$ cat config.mk
export PLATFORM = sky130hd
export DESIGN_NAME = gnn_vertex_top
export DESIGN_NICKNAME = d
export VERILOG_FILES = /design/src/gnn_arith_pkg.sv /design/src/gnn_wb_pkg.sv /design/src/gnn_vertex_top.sv /design/src/result_buffer.sv /design/src/vertex_mac.sv /design/src/wb_cfg_slave.sv /design/src/weight_cntl.sv /design/src/weight_sram.sv
export SDC_FILE = /design/constraint.sdc
export NUM_CORES = 2
export LEC_CHECK = 0
export ABC_AREA = 1
export BUFFER_PORTS_ARGS = -buffer_cell sky130_fd_sc_hd__buf_2
export CAP_MARGIN = 20
export CORE_MARGIN = 1
export CORE_UTILIZATION = 30
export CTS_CLUSTER_DIAMETER = 50
export DETAILED_ROUTE_END_ITERATION = 10
export HOLD_SLACK_MARGIN = 0.02
export PLACE_DENSITY = 0.51
export SYNTH_ARGS = -nofsm -noshare
export SYNTH_HDL_FRONTEND = slang
export SYNTH_SLANG_ARGS = --single-unit
$ cat constraint.sdc
create_clock -name clk -period 11.1 [get_ports clk]
set_input_delay 0.555 -clock clk [delete_from_list [all_inputs] [get_ports clk]]
set_output_delay 0.555 -clock clk [all_outputs]
set_load 0.03 [all_outputs]
$ cat src/gnn_arith_pkg.sv
package gnn_arith_pkg;

    // signed feature and weight word
    localparam int FV_W = 16;

    // products and running sums wrap at this width
    localparam int ACC_W = 32;

    // one SRAM line carries four lanes
    localparam int LINE_W = 4 * FV_W;

endpackage

$ cat src/gnn_wb_pkg.sv
package gnn_wb_pkg;

    // word addressed bus
    localparam int WB_AW = 8;
    localparam int WB_DW = 32;

    // write bit0 starts a run, read bit0 busy and bit1 done
    localparam logic [WB_AW-1:0] ADR_CTRL = 8'h00;

    // bits 1:0 layers minus one, bits 12:8 feature count
    localparam logic [WB_AW-1:0] ADR_CFG = 8'h01;

    // feature i at base + i
    localparam logic [WB_AW-1:0] ADR_FEAT = 8'h10;

    // bits 4:1 line, bit0 selects the half
    localparam logic [WB_AW-1:0] ADR_WGT = 8'h40;

    // one sum per layer
    localparam logic [WB_AW-1:0] ADR_RES = 8'h80;

endpackage

$ cat src/gnn_vertex_top.sv
module gnn_vertex_top
    import gnn_arith_pkg::*, gnn_wb_pkg::*;
#(
    parameter int MULT_PER_PE = 4,
    parameter int MAX_FV_NUM  = 16,
    parameter int MAX_LAYERS  = 4
) (
    input  logic             clk,
    input  logic             reset,
    input  logic             cyc,
    input  logic             stb,
    input  logic             we,
    input  logic [WB_AW-1:0] adr,
    input  logic [WB_DW-1:0] dat_w,
    output logic [WB_DW-1:0] dat_r,
    output logic             ack
);

    localparam int DEPTH   = MAX_LAYERS * MAX_FV_NUM / MULT_PER_PE;
    localparam int SRAM_AW = $clog2(DEPTH);
    localparam int LAYER_W = $clog2(MAX_LAYERS);
    localparam int FVN_W   = $clog2(MAX_FV_NUM) + 1;
    localparam int FI_W    = $clog2(MAX_FV_NUM);

    logic                             start;
    logic                             busy;
    logic                             done;
    logic [LAYER_W-1:0]               num_layers_m1;
    logic [FVN_W-1:0]                 num_fv;
    logic [MAX_FV_NUM-1:0][FV_W-1:0]  feat;
    logic [MAX_LAYERS-1:0][ACC_W-1:0] results;

    logic                             sram_we;
    logic [SRAM_AW-1:0]               sram_a;
    logic [LINE_W-1:0]                sram_d;
    logic                             cntl_cen;
    logic [SRAM_AW-1:0]               cntl_a;
    logic                             mem_cen;
    logic                             mem_wen;
    logic [SRAM_AW-1:0]               mem_a;
    logic [LINE_W-1:0]                q;

    logic                             lane_valid;
    logic [MULT_PER_PE-1:0][FV_W-1:0] lanes;
    logic [FI_W-1:0]                  fv_base;
    logic [LAYER_W-1:0]               layer;
    logic                             sol;
    logic                             eol;
    logic                             last;

    logic                             res_valid;
    logic [LAYER_W-1:0]               res_layer;
    logic [ACC_W-1:0]                 res_sum;
    logic                             res_last;

    // controller reads while busy, bus writes while idle
    assign mem_cen = busy ? cntl_cen : !sram_we;
    assign mem_wen = busy || !sram_we;
    assign mem_a   = busy ? cntl_a : sram_a;

    wb_cfg_slave #(
        .MULT_PER_PE (MULT_PER_PE),
        .MAX_FV_NUM  (MAX_FV_NUM),
        .MAX_LAYERS  (MAX_LAYERS)
    ) u_slave (
        .clk           (clk),
        .reset         (reset),
        .cyc           (cyc),
        .stb           (stb),
        .we            (we),
        .adr           (adr),
        .dat_w         (dat_w),
        .busy          (busy),
        .done          (done),
        .results       (results),
        .dat_r         (dat_r),
        .ack           (ack),
        .start         (start),
        .num_layers_m1 (num_layers_m1),
        .num_fv        (num_fv),
        .feat          (feat),
        .sram_we       (sram_we),
        .sram_a        (sram_a),
        .sram_d        (sram_d)
    );

    weight_sram #(
        .DEPTH (DEPTH)
    ) u_sram (
        .clk (clk),
        .cen (mem_cen),
        .wen (mem_wen),
        .a   (mem_a),
        .d   (sram_d),
        .q   (q)
    );

    weight_cntl #(
        .MULT_PER_PE (MULT_PER_PE),
        .MAX_FV_NUM  (MAX_FV_NUM),
        .MAX_LAYERS  (MAX_LAYERS)
    ) u_cntl (
        .clk           (clk),
        .reset         (reset),
        .start         (start),
        .num_layers_m1 (num_layers_m1),
        .num_fv        (num_fv),
        .q             (q),
        .cen           (cntl_cen),
        .a             (cntl_a),
        .busy          (busy),
        .lane_valid    (lane_valid),
        .lanes         (lanes),
        .fv_base       (fv_base),
        .layer         (layer),
        .sol           (sol),
        .eol           (eol),
        .last          (last)
    );

    vertex_mac #(
        .MULT_PER_PE (MULT_PER_PE),
        .MAX_FV_NUM  (MAX_FV_NUM),
        .MAX_LAYERS  (MAX_LAYERS)
    ) u_mac (
        .clk        (clk),
        .reset      (reset),
        .lane_valid (lane_valid),
        .lanes      (lanes),
        .fv_base    (fv_base),
        .layer      (layer),
        .sol        (sol),
        .eol        (eol),
        .last       (last),
        .feat       (feat),
        .res_valid  (res_valid),
        .res_layer  (res_layer),
        .res_sum    (res_sum),
        .res_last   (res_last)
    );

    result_buffer #(
        .MAX_LAYERS (MAX_LAYERS)
    ) u_results (
        .clk       (clk),
        .reset     (reset),
        .start     (start),
        .res_valid (res_valid),
        .res_layer (res_layer),
        .res_sum   (res_sum),
        .res_last  (res_last),
        .results   (results),
        .done      (done)
    );

endmodule

$ cat src/result_buffer.sv
module result_buffer
    import gnn_arith_pkg::*;
#(
    parameter int MAX_LAYERS = 4
) (
    input  logic                             clk,
    input  logic                             reset,
    input  logic                             start,
    input  logic                             res_valid,
    input  logic [$clog2(MAX_LAYERS)-1:0]    res_layer,
    input  logic [ACC_W-1:0]                 res_sum,
    input  logic                             res_last,
    output logic [MAX_LAYERS-1:0][ACC_W-1:0] results,
    output logic                             done
);

    always_ff @(posedge clk) begin
        if (reset) begin
            done <= 1'b0;
        end else if (start) begin
            done <= 1'b0;
        end else if (res_last) begin
            done <= 1'b1;
        end
    end

    // a new run starts from a clean table
    always_ff @(posedge clk) begin
        if (start) begin
            results <= '0;
        end else if (res_valid) begin
            results[res_layer] <= res_sum;
        end
    end

endmodule

$ cat src/vertex_mac.sv
module vertex_mac
    import gnn_arith_pkg::*;
#(
    parameter int MULT_PER_PE = 4,
    parameter int MAX_FV_NUM  = 16,
    parameter int MAX_LAYERS  = 4
) (
    input  logic                                  clk,
    input  logic                                  reset,
    input  logic                                  lane_valid,
    input  logic [MULT_PER_PE-1:0][FV_W-1:0]      lanes,
    input  logic [$clog2(MAX_FV_NUM)-1:0]         fv_base,
    input  logic [$clog2(MAX_LAYERS)-1:0]         layer,
    input  logic                                  sol,
    input  logic                                  eol,
    input  logic                                  last,
    input  logic [MAX_FV_NUM-1:0][FV_W-1:0]       feat,
    output logic                                  res_valid,
    output logic [$clog2(MAX_LAYERS)-1:0]         res_layer,
    output logic [ACC_W-1:0]                      res_sum,
    output logic                                  res_last
);

    localparam int FI_W = $clog2(MAX_FV_NUM);

    logic signed [ACC_W-1:0] prod [MULT_PER_PE];
    logic        [ACC_W-1:0] line_sum;
    logic        [ACC_W-1:0] acc;

    // four signed products of one line summed modulo 2^32
    always_comb begin
        line_sum = '0;
        for (int i = 0; i < MULT_PER_PE; i++) begin
            prod[i]  = $signed(lanes[i]) * $signed(feat[fv_base + FI_W'(i)]);
            line_sum = line_sum + prod[i];
        end
    end

    always_ff @(posedge clk) begin
        if (lane_valid) begin
            acc <= sol ? line_sum : acc + line_sum;
        end
        if (lane_valid && eol) begin
            res_layer <= layer;
        end
    end

    always_ff @(posedge clk) begin
        if (reset) begin
            res_valid <= 1'b0;
            res_last  <= 1'b0;
        end else begin
            res_valid <= lane_valid && eol;
            res_last  <= lane_valid && last;
        end
    end

    // acc holds the finished layer sum while res_valid is high
    assign res_sum = acc;

endmodule

$ cat src/wb_cfg_slave.sv
module wb_cfg_slave
    import gnn_arith_pkg::*, gnn_wb_pkg::*;
#(
    parameter int MULT_PER_PE = 4,
    parameter int MAX_FV_NUM  = 16,
    parameter int MAX_LAYERS  = 4
) (
    input  logic                                                  clk,
    input  logic                                                  reset,
    input  logic                                                  cyc,
    input  logic                                                  stb,
    input  logic                                                  we,
    input  logic [WB_AW-1:0]                                      adr,
    input  logic [WB_DW-1:0]                                      dat_w,
    input  logic                                                  busy,
    input  logic                                                  done,
    input  logic [MAX_LAYERS-1:0][ACC_W-1:0]                      results,
    output logic [WB_DW-1:0]                                      dat_r,
    output logic                                                  ack,
    output logic                                                  start,
    output logic [$clog2(MAX_LAYERS)-1:0]                         num_layers_m1,
    output logic [$clog2(MAX_FV_NUM):0]                           num_fv,
    output logic [MAX_FV_NUM-1:0][FV_W-1:0]                       feat,
    output logic                                                  sram_we,
    output logic [$clog2(MAX_LAYERS*MAX_FV_NUM/MULT_PER_PE)-1:0] sram_a,
    output logic [LINE_W-1:0]                                     sram_d
);

    localparam int DEPTH   = MAX_LAYERS * MAX_FV_NUM / MULT_PER_PE;
    localparam int SRAM_AW = $clog2(DEPTH);
    localparam int LAYER_W = $clog2(MAX_LAYERS);
    localparam int FVN_W   = $clog2(MAX_FV_NUM) + 1;
    localparam int FI_W    = $clog2(MAX_FV_NUM);

    logic                    is_ctrl;
    logic                    is_cfg;
    logic                    is_feat;
    logic                    is_wgt;
    logic                    is_res;
    logic                    req;
    logic                    hold;
    logic                    accept;
    logic                    wr;
    logic [LINE_W-WB_DW-1:0] wgt_lo;
    logic [WB_DW-1:0]        rd_data;

    assign is_ctrl = adr == ADR_CTRL;
    assign is_cfg  = adr == ADR_CFG;
    assign is_feat = adr >= ADR_FEAT && adr < ADR_FEAT + MAX_FV_NUM;
    assign is_wgt  = adr >= ADR_WGT && adr < ADR_WGT + 2 * DEPTH;
    assign is_res  = adr >= ADR_RES && adr < ADR_RES + MAX_LAYERS;

    // pending request other than the one acked this cycle
    assign req = cyc && stb && !ack;

    // controller owns the SRAM and the MAC reads the features during a run
    assign hold   = busy && we && (is_feat || is_wgt);
    assign accept = req && !hold;
    assign wr     = accept && we;

    // odd half commits the staged low word with the bus word
    assign sram_we = wr && is_wgt && adr[0];
    assign sram_a  = adr[SRAM_AW:1];
    assign sram_d  = {dat_w, wgt_lo};

    always_comb begin
        rd_data = '0;
        if (is_ctrl) begin
            rd_data[1:0] = {done, busy};
        end else if (is_cfg) begin
            rd_data[LAYER_W-1:0] = num_layers_m1;
            rd_data[8 +: FVN_W]  = num_fv;
        end else if (is_feat) begin
            rd_data[FV_W-1:0] = feat[adr[FI_W-1:0]];
        end else if (is_res) begin
            rd_data = results[adr[LAYER_W-1:0]];
        end
    end

    always_ff @(posedge clk) begin
        if (reset) begin
            ack           <= 1'b0;
            start         <= 1'b0;
            num_layers_m1 <= '0;
            num_fv        <= '0;
        end else begin
            ack   <= accept;
            // a second start during a run is dropped
            start <= wr && is_ctrl && dat_w[0] && !busy;
            if (wr && is_cfg) begin
                num_layers_m1 <= dat_w[LAYER_W-1:0];
                num_fv        <= dat_w[8 +: FVN_W];
            end
        end
    end

    always_ff @(posedge clk) begin
        if (accept) begin
            dat_r <= rd_data;
        end
        if (wr && is_feat) begin
            feat[adr[FI_W-1:0]] <= dat_w[FV_W-1:0];
        end
        if (wr && is_wgt && !adr[0]) begin
            wgt_lo <= dat_w;
        end
    end

endmodule

$ cat src/weight_cntl.sv
module weight_cntl
    import gnn_arith_pkg::*;
#(
    parameter int MULT_PER_PE = 4,
    parameter int MAX_FV_NUM  = 16,
    parameter int MAX_LAYERS  = 4
) (
    input  logic                                                  clk,
    input  logic                                                  reset,
    input  logic                                                  start,
    input  logic [$clog2(MAX_LAYERS)-1:0]                         num_layers_m1,
    input  logic [$clog2(MAX_FV_NUM):0]                           num_fv,
    input  logic [LINE_W-1:0]                                     q,
    output logic                                                  cen,
    output logic [$clog2(MAX_LAYERS*MAX_FV_NUM/MULT_PER_PE)-1:0] a,
    output logic                                                  busy,
    output logic                                                  lane_valid,
    output logic [MULT_PER_PE-1:0][FV_W-1:0]                      lanes,
    output logic [$clog2(MAX_FV_NUM)-1:0]                         fv_base,
    output logic [$clog2(MAX_LAYERS)-1:0]                         layer,
    output logic                                                  sol,
    output logic                                                  eol,
    output logic                                                  last
);

    localparam int LINE_AW = $clog2(MAX_FV_NUM / MULT_PER_PE);
    localparam int LAYER_W = $clog2(MAX_LAYERS);
    localparam int FVN_W   = $clog2(MAX_FV_NUM) + 1;
    localparam int FI_W    = $clog2(MAX_FV_NUM);

    localparam logic IDLE = 1'b0;
    localparam logic WORK = 1'b1;

    logic               state;
    logic [LINE_AW-1:0] line_cnt;
    logic [LAYER_W-1:0] layer_cnt;
    logic [FI_W-1:0]    fv_cur;
    logic               line_end;
    logic               last_layer;

    // markers of the read in flight line up with q
    logic               s1_valid;
    logic [FI_W-1:0]    s1_fv_base;
    logic [LAYER_W-1:0] s1_layer;
    logic               s1_sol;
    logic               s1_eol;
    logic               s1_last;

    assign busy       = state == WORK;
    assign cen        = !busy;
    assign a          = {layer_cnt, line_cnt};
    assign fv_cur     = FI_W'(line_cnt) * FI_W'(MULT_PER_PE);
    assign line_end   = FVN_W'(fv_cur) + FVN_W'(MULT_PER_PE) == num_fv;
    assign last_layer = layer_cnt == num_layers_m1;

    always_ff @(posedge clk) begin
        if (reset) begin
            state     <= IDLE;
            line_cnt  <= '0;
            layer_cnt <= '0;
        end else if (state == IDLE) begin
            if (start) begin
                state <= WORK;
            end
        end else if (line_end) begin
            line_cnt <= '0;
            if (last_layer) begin
                // counters are left at zero for the next run
                state     <= IDLE;
                layer_cnt <= '0;
            end else begin
                layer_cnt <= layer_cnt + 1'b1;
            end
        end else begin
            line_cnt <= line_cnt + 1'b1;
        end
    end

    always_ff @(posedge clk) begin
        if (reset) begin
            s1_valid   <= 1'b0;
            s1_sol     <= 1'b0;
            s1_eol     <= 1'b0;
            s1_last    <= 1'b0;
            lane_valid <= 1'b0;
            sol        <= 1'b0;
            eol        <= 1'b0;
            last       <= 1'b0;
        end else begin
            s1_valid   <= busy;
            s1_sol     <= busy && line_cnt == '0;
            s1_eol     <= busy && line_end;
            s1_last    <= busy && line_end && last_layer;
            lane_valid <= s1_valid;
            sol        <= s1_sol;
            eol        <= s1_eol;
            last       <= s1_last;
        end
    end

    always_ff @(posedge clk) begin
        s1_fv_base <= fv_cur;
        s1_layer   <= layer_cnt;
        fv_base    <= s1_fv_base;
        layer      <= s1_layer;
        // lane 0 sits in the low bits of the line
        for (int i = 0; i < MULT_PER_PE; i++) begin
            lanes[i] <= q[i*FV_W +: FV_W];
        end
    end

endmodule

$ cat src/weight_sram.sv
module weight_sram
    import gnn_arith_pkg::*;
#(
    parameter int DEPTH = 16
) (
    input  logic                     clk,
    input  logic                     cen,
    input  logic                     wen,
    input  logic [$clog2(DEPTH)-1:0] a,
    input  logic [LINE_W-1:0]        d,
    output logic [LINE_W-1:0]        q
);

    logic [LINE_W-1:0] mem [DEPTH];

    // cen and wen are active low
    always_ff @(posedge clk) begin
        if (!cen) begin
            if (!wen) begin
                mem[a] <= d;
            end else begin
                q <= mem[a];
            end
        end
    end

endmodule
Word level (Yosys, flattened, before mapping)
Memories as Yosys holds them, arrays and structs flattened. A register that Yosys moved wholly into a read port is not among the register bits.
Cells that the tools add are included.
{"block": "classes", "addsub": 10, "mul": 4, "n_div": 0, "order_cmp": 15, "n_eq_ne": 3, "shift": 0, "n_mux": 35, "bitwise_logic": 2, "reduce_logical": 38}
{"operator": "16-bit binary-select mux with 4-bit select", "n": 4}
{"operator": "256-bit bitwise mux", "n": 1}
{"operator": "32-bit adder", "n": 4}
{"operator": "128-bit bitwise mux", "n": 1}
{"operator": "16-bit by 16-bit multiplier with 32-bit output", "n": 4}
{"operator": "16-bit 2-to-1 mux", "n": 8}
{"operator": "32-bit 2-to-1 mux", "n": 3}
{"operator": "32-bit binary-select mux with 2-bit select", "n": 1}
{"operator": "16-bit demux with 4-bit select", "n": 1}
{"operator": "32-bit demux with 2-bit select", "n": 1}
{"operator": "16-bit binary-select mux with 2-bit select", "n": 1}
{"operator": "4-bit by 5-bit less-than comparator with 1-bit output (second input constant)", "n": 5}
{"operator": "1-bit logical AND", "n": 24}
{"operator": "4-bit by 2-bit adder with 4-bit output (second input constant)", "n": 2}
{"operator": "8-bit by 1-bit == test with 1-bit output (second input constant)", "n": 1}
{"operator": "8-bit by 5-bit >= comparator with 1-bit output (second input constant)", "n": 1}
{"operator": "8-bit by 7-bit >= comparator with 1-bit output (second input constant)", "n": 1}
{"operator": "8-bit >= comparator (second input constant)", "n": 1}
{"operator": "8-bit logical NOT", "n": 1}
{"operator": "8-bit by 6-bit less-than comparator with 1-bit output (second input constant)", "n": 1}
{"operator": "8-bit by 7-bit less-than comparator with 1-bit output (second input constant)", "n": 1}
{"operator": "8-bit less-than comparator (second input constant)", "n": 1}
{"operator": "1-bit 2-to-1 mux", "n": 8}
{"operator": "2-bit 2-to-1 mux", "n": 4}
{"operator": "17 further kinds", "n": 27}
{"block": "word_totals", "ff_bits": 579, "latch_bits": 0, "ram_bits": 1024, "rom_bits": 0, "in_bits": 45, "out_inout_bits": 33, "n_memories": 1}
{"name": "u_sram.mem", "depth": 16, "word_bits": 64, "rd": 1, "rd_clocked_by_memory_dff": 1, "write_ports": 1, "line": "weight_sram.sv:14", "rtl": "logic [LINE_W-1:0] mem [DEPTH];"}

Longest topological paths before layout
{"block": "logic_depth", "word_depth": 14, "ltp_mapped": 50, "depth_no_buf": 47}

By module
A second synthesis with hierarchy kept.
{"block": "hier_totals", "cells_unflattened": 12590, "area_unflattened_um2": 115846.1}
{"module": "vertex_mac", "n_inst": 1, "cells_each": 6242, "area_per_inst_um2": 50148.1}
{"module": "weight_sram", "n_inst": 1, "cells_each": 4198, "area_per_inst_um2": 44620.3}
{"module": "wb_cfg_slave", "n_inst": 1, "cells_each": 1150, "area_per_inst_um2": 13620.6}
{"module": "result_buffer", "n_inst": 1, "cells_each": 823, "area_per_inst_um2": 5332.6}
{"module": "weight_cntl", "n_inst": 1, "cells_each": 161, "area_per_inst_um2": 2063.2}
{"module": "gnn_vertex_top", "n_inst": 1, "cells_each": 16, "area_per_inst_um2": 61.3}

Worst setup path before layout
No wires, ideal clock.
{"block": "synth_timing", "path_type": "reg2reg", "start": "reg u_cntl.fv_base[2]", "end": "reg u_mac.acc[31] (netlist: u_mac.res_sum[31]) (data pin)", "setup_time_ns": 0.253, "t_arrival_ns": 9.849, "required_time_ns": 10.847, "slack_ns": 0.998, "path_stages_with_launch": 39, "n_path_buf": 2, "cell_sequence": "dfxtp_1 > clkbuf_1 > clkbuf_1 > nand2_1 > a32o_1 > nor2_1 > fa_1 > fa_1 > inv_1 > fa_1 > inv_1 > fa_1 > fa_1 > fa_1 > fa_1 > fa_1 > fa_1 > inv_1 > (+3 left out) > a21oi_1 > a21boi_0 > o21ai_0 > a221oi_1 > nand3b_1 > and2_1 > ha_1 > nand2_1 > nor3_1 > inv_1 > nor3_1 > nand4_1 > nand2_1 > o21ai_0 > nor2_1 > inv_1 > nand3_1 > nand2_1"}
{"block": "synth_between", "elab_chain_cells": 9, "elab_cells_between_ends": 20}
{"element": "from (decl)", "line": "weight_cntl.sv:19", "rtl": "output logic [$clog2(MAX_FV_NUM)-1:0] fv_base,"}
{"element": "from (signal assigned)", "line": "weight_cntl.sv:104", "rtl": "fv_base <= s1_fv_base;"}
{"element": "4-bit by 1-bit adder with 4-bit output", "line": "vertex_mac.sv:34", "rtl": "prod[i] = $signed(lanes[i]) * $signed(feat[fv_base + FI_W'(i)]);"}
{"element": "16-bit binary-select mux with 4-bit select", "line": "vertex_mac.sv:34"}
{"element": "16-bit 2-to-1 mux (implied by the code)", "line": "vertex_mac.sv:34"}
{"element": "16-bit by 16-bit multiplier with 32-bit output", "line": "vertex_mac.sv:34"}
{"element": "32-bit adder (2 in a row)", "line": "vertex_mac.sv:35", "rtl": "line_sum = line_sum + prod[i];"}
{"element": "32-bit adder (*)", "line": "vertex_mac.sv:35"}
{"element": "32-bit adder", "line": "vertex_mac.sv:41", "rtl": "acc <= sol ? line_sum : acc + line_sum;"}
{"element": "32-bit 2-to-1 mux (*)", "line": "vertex_mac.sv:41"}
{"element": "to (signal assigned)", "line": "vertex_mac.sv:41"}
{"element": "to (decl)", "line": "vertex_mac.sv:28", "rtl": "logic [ACC_W-1:0] acc;"}
Mark *: on every way between the ends. The rest lies on a longest branch, timed or not. The select of a mux whose other input is x is not followed.
A chain may end at the register's enable or synchronous reset.

Worst setup path after layout
{"block": "layout_timing", "start": "reg u_cntl.fv_base[2]", "end": "reg u_mac.acc[30] (netlist: u_mac.res_sum[30]) (data pin)"}
The elaborated chain is that of the path after synthesis.

==> impl_results.md <==
* Max Slew Vio Count at 0
* Crit path from: u_cntl.fv_base[2]
* Crit path DAT at 11250 ps
* Setup_tns at 0 ps
* Fin crit period at ~11000 ps
* Fmax at around 94 MHz
* Synth async-reset ratio at 0%
* Post-synthesis compound-gate area fraction at 8.99%
* WS Path Type: register to register
* CP startpoint kind: register
* Post-synth EDFFs at 1442
* Vias at around 69k
* Die X at 586 µm
* Cell seen most often among critical-path stages: fa_1
* Worst setup slack after layout at about 460 ps
* Crit path required time at 11710 ps
* Total die area at 344000 µm²
* XOR/XNOR Fraction of Synth Area at 0.487%
* Total congestion overflow at 0
* Synthesis-to-finish area growth at 15.3%
* Max stage delay on crit path at 610 ps
* Final WL at 334000 µm
* Final Hold Fails at 0
* Reg2reg path depth at 38
* Largest fanout on the critical path at 32
* Met1 WL at 140000 µm
* DRC viols at 2
* CTS buffer count at 203
* Vias in the first global route at 72.0k
* Count leader, synth: inv_1
* Met3 wire len at ~21000 µm
* DP Area at ~110000 µm²
* Max layer used: met5
* Crit Reg-Reg Startpoint: u_cntl.fv_base[2]
* Place WS at -33.8 ps
* Post-route ant nets at 0
* Floorplan row count at roughly 210
* Die Y at 586 µm
* Reg2reg end: u_mac.res_sum[30]
* Synth warnings at 0
* Main area contributors after synthesis: edfxtp_1, fa_1, inv_1, a22oi_1, dfxtp_1
* Worst slew margin at 17.0%
* Syn Area/Cell at 11.4 µm²
* Routability cong. at 0.959
* Top Ports at between 70 and 80
* PortBufs at just under 80
* Clock Sinks at ~1.7k
* Synth Net Count at 10.6k
* DR iter-0 viols at 6216
* Hold_sp: dat_w[20]
* Drt wl/cell at approximately 24 µm
* GRT Resource Usage Total at 19.3%
* Yosys top cell area share at around 42%
* Slowest CP cell: fa_1
* Clock skew at 105 ps
* Worst slew pin tran at 1230 ps
* Starting density of the core at between 30% and 40%
* Share of layout cells above drive strength 1 at 10.1%
* Leading area contributor after synthesis: edfxtp_1
* Longest Clk Path Bufs at 4
* Register area share after synthesis at 46.7%
* Simple-gate portion of the synthesized area at 9.02%
* Drt pass-1 iters at 9
* Post-synth top cells: inv_1, edfxtp_1, fa_1
* Core ar. at between 300000 and 400000 µm²
* Failing checks: DRC
* WHS Path Cells at 1
* Ys flop type: edfxtp_1
* CP delay by family, top: adder cells
* Met2 WL at 162000 µm
* Initial antenna violation count at 10
* Main combinational cell family by area after synthesis: adder cells
* Avg Vias per Cell at 4.92
* Htree depth at 4
* Buffer type at the clock tree root: clkbuf_16
* Max_cap viols at 0
* Largest net degree at the start of global routing at 141
* Hold Path Sink: u_sram.mem[10][52]
* Fin area at 118000 µm²
* Status: finished with violations
* Post-synthesis mux area share at 0%
* Worst skew pair latency at 910 ps
* Total Power at 15.8 mW
* Clk slew on worst S/H paths at 60 ps
* Post-Synth Adder-Cell Area at 27.2%
* Worst Setup End Kind: register
* Peak supply drop at 0.000112 V
* Static Leak at around 49 nW
* Power density cells at 134 nW/µm²
* Synth unique cells at 50
* Final setup fails at 0
* Mapped Area at 102000 µm²
* Synthesis-stage register bit count at 1667
* Worst min path class: input pin to register
* TritonCTS clock tree: built
* Tcrit/Tclk final at 95.9%
* Final HPWL DP at between 200000 and 250000 µm
* First-pass GRT wire length at 489000 µm
* FF-to-FF setup slack at 460 ps
* Nets at 10.9k
* Buffers and inverters on the worst path at 9
* Post-Syn Instances at 9021
* Worst hold slack at approximately 73 ps
-- worst register-to-register path: cells and delay by family (launching register included) --
family / cells / cell delay (ps)
DFF: 1 / 400
and+or+nand+nor: 7 / 1050
buffers and inverters: 9 / 1330
adders and majority gates: 12 / 5760
xor gates and xnor gates: 1 / 280
AOI/OAI and AO/OA: 9 / 1600
-- routing by layer --
| layer | vias up | GRT usage, % |
|---|---|---|
| met5 | - | 0 |
| met4 | 2 | 5.72 |
| met3 | 397 | 2.74 |
| met2 | 2479 | 32.5 |
| met1 | 36100 | 25.9 |
| li1 | 30473 | - |
-- worst max-delay path by stage --
| stage | end | depth (start not counted) |
|---|---|---|
| floorplan | u_mac.res_sum[31] | 38 |
| detailed placement | u_mac.res_sum[31] | 40 |
| finish | u_mac.res_sum[30] | 38 |
| global route | u_mac.res_sum[31] | 46 |
| CTS | u_mac.res_sum[18] | 38 |
| global placement | u_mac.res_sum[31] | 41 |
-- kinds of logic after synthesis --
kind of cell,Yosys count
simple gates,2287
buf+inv,2054
flops,1667
fa+ha+maj,1497
compound gates,1459
xor+xnor,57
-- what timing repair did --
item	4_1_cts	5_1_grt
hold buffers	12	0
buffers inserted	0	2
cloned	0	1
gates resized for setup	2	47
hold endpoints to repair	124	0
setup endpoints to repair	1	12
-- final cells by class --
type | count | area, µm²
clock inverters | 125 | 1260
flip-flops and latches | 1667 | 47800
well taps | 4536 | 5680
clock buffers | 244 | 5390
inverters | 1670 | 6320
repair buffers | 555 | 4430
repair inverters | 1 | 7.51
fillers | 33621 | 222000
multi-input cells | 5300 | 47200
diodes | 7 | 17.5
-- metrics by stage --
| step | std cells | util (%) |
|---|---|---|
| 2_1_floorplan | 9021 | - |
| 3_3_place_gp | 13714 | 32.7 |
| 3_5_place_dp | 13714 | 32.7 |
| 4_1_cts | 14095 | 34.7 |
| 5_1_grt | 14102 | 34.8 |
| 6_report | 14105 | 34.8 |
-- registers in the layout, summed over array words and instances, names as in the netlist, 5 cells and up --
name               cells
u_cntl.lanes          64
u_mac.res_sum         32
u_results.results    128
u_slave.dat_r         32
u_slave.feat         256
u_slave.num_fv         5
u_slave.wgt_lo        32
u_sram.mem          1024
u_sram.q              64
-- power by group --
group	internal [mW]	switching (mW)
Clock	3.87	2.69
Sequential	6.84	0.0107
Combinational	0.997	1.44
Total	11.7	4.13
-- placed cells by master, fill, tap and decap left out, drive strengths merged, types with 10 or more instances in the layout --
cell type / netlist / final
nand4: 17 / 17
buf: 122 / 543
nor3: 21 / 21
nor2: 812 / 812
o21ai: 233 / 233
inv: 1644 / 1659
dlygate4sd3: 0 / 12
a21o: 11 / 11
a21oi: 478 / 478
nand3: 198 / 198
o221ai: 33 / 33
clkbuf: 262 / 244
ha: 275 / 275
dfxtp: 225 / 225
bufinv: 0 / 16
fa: 1222 / 1222
nand2: 1148 / 1148
clkinvlp: 0 / 22
xnor2: 23 / 23
a22oi: 634 / 634
clkinv: 26 / 99
xor2: 34 / 34
o22ai: 10 / 10
a31oi: 21 / 21
or4: 64 / 64
edfxtp: 1442 / 1442
Note: power is estimated with default switching activity, not from simulation.
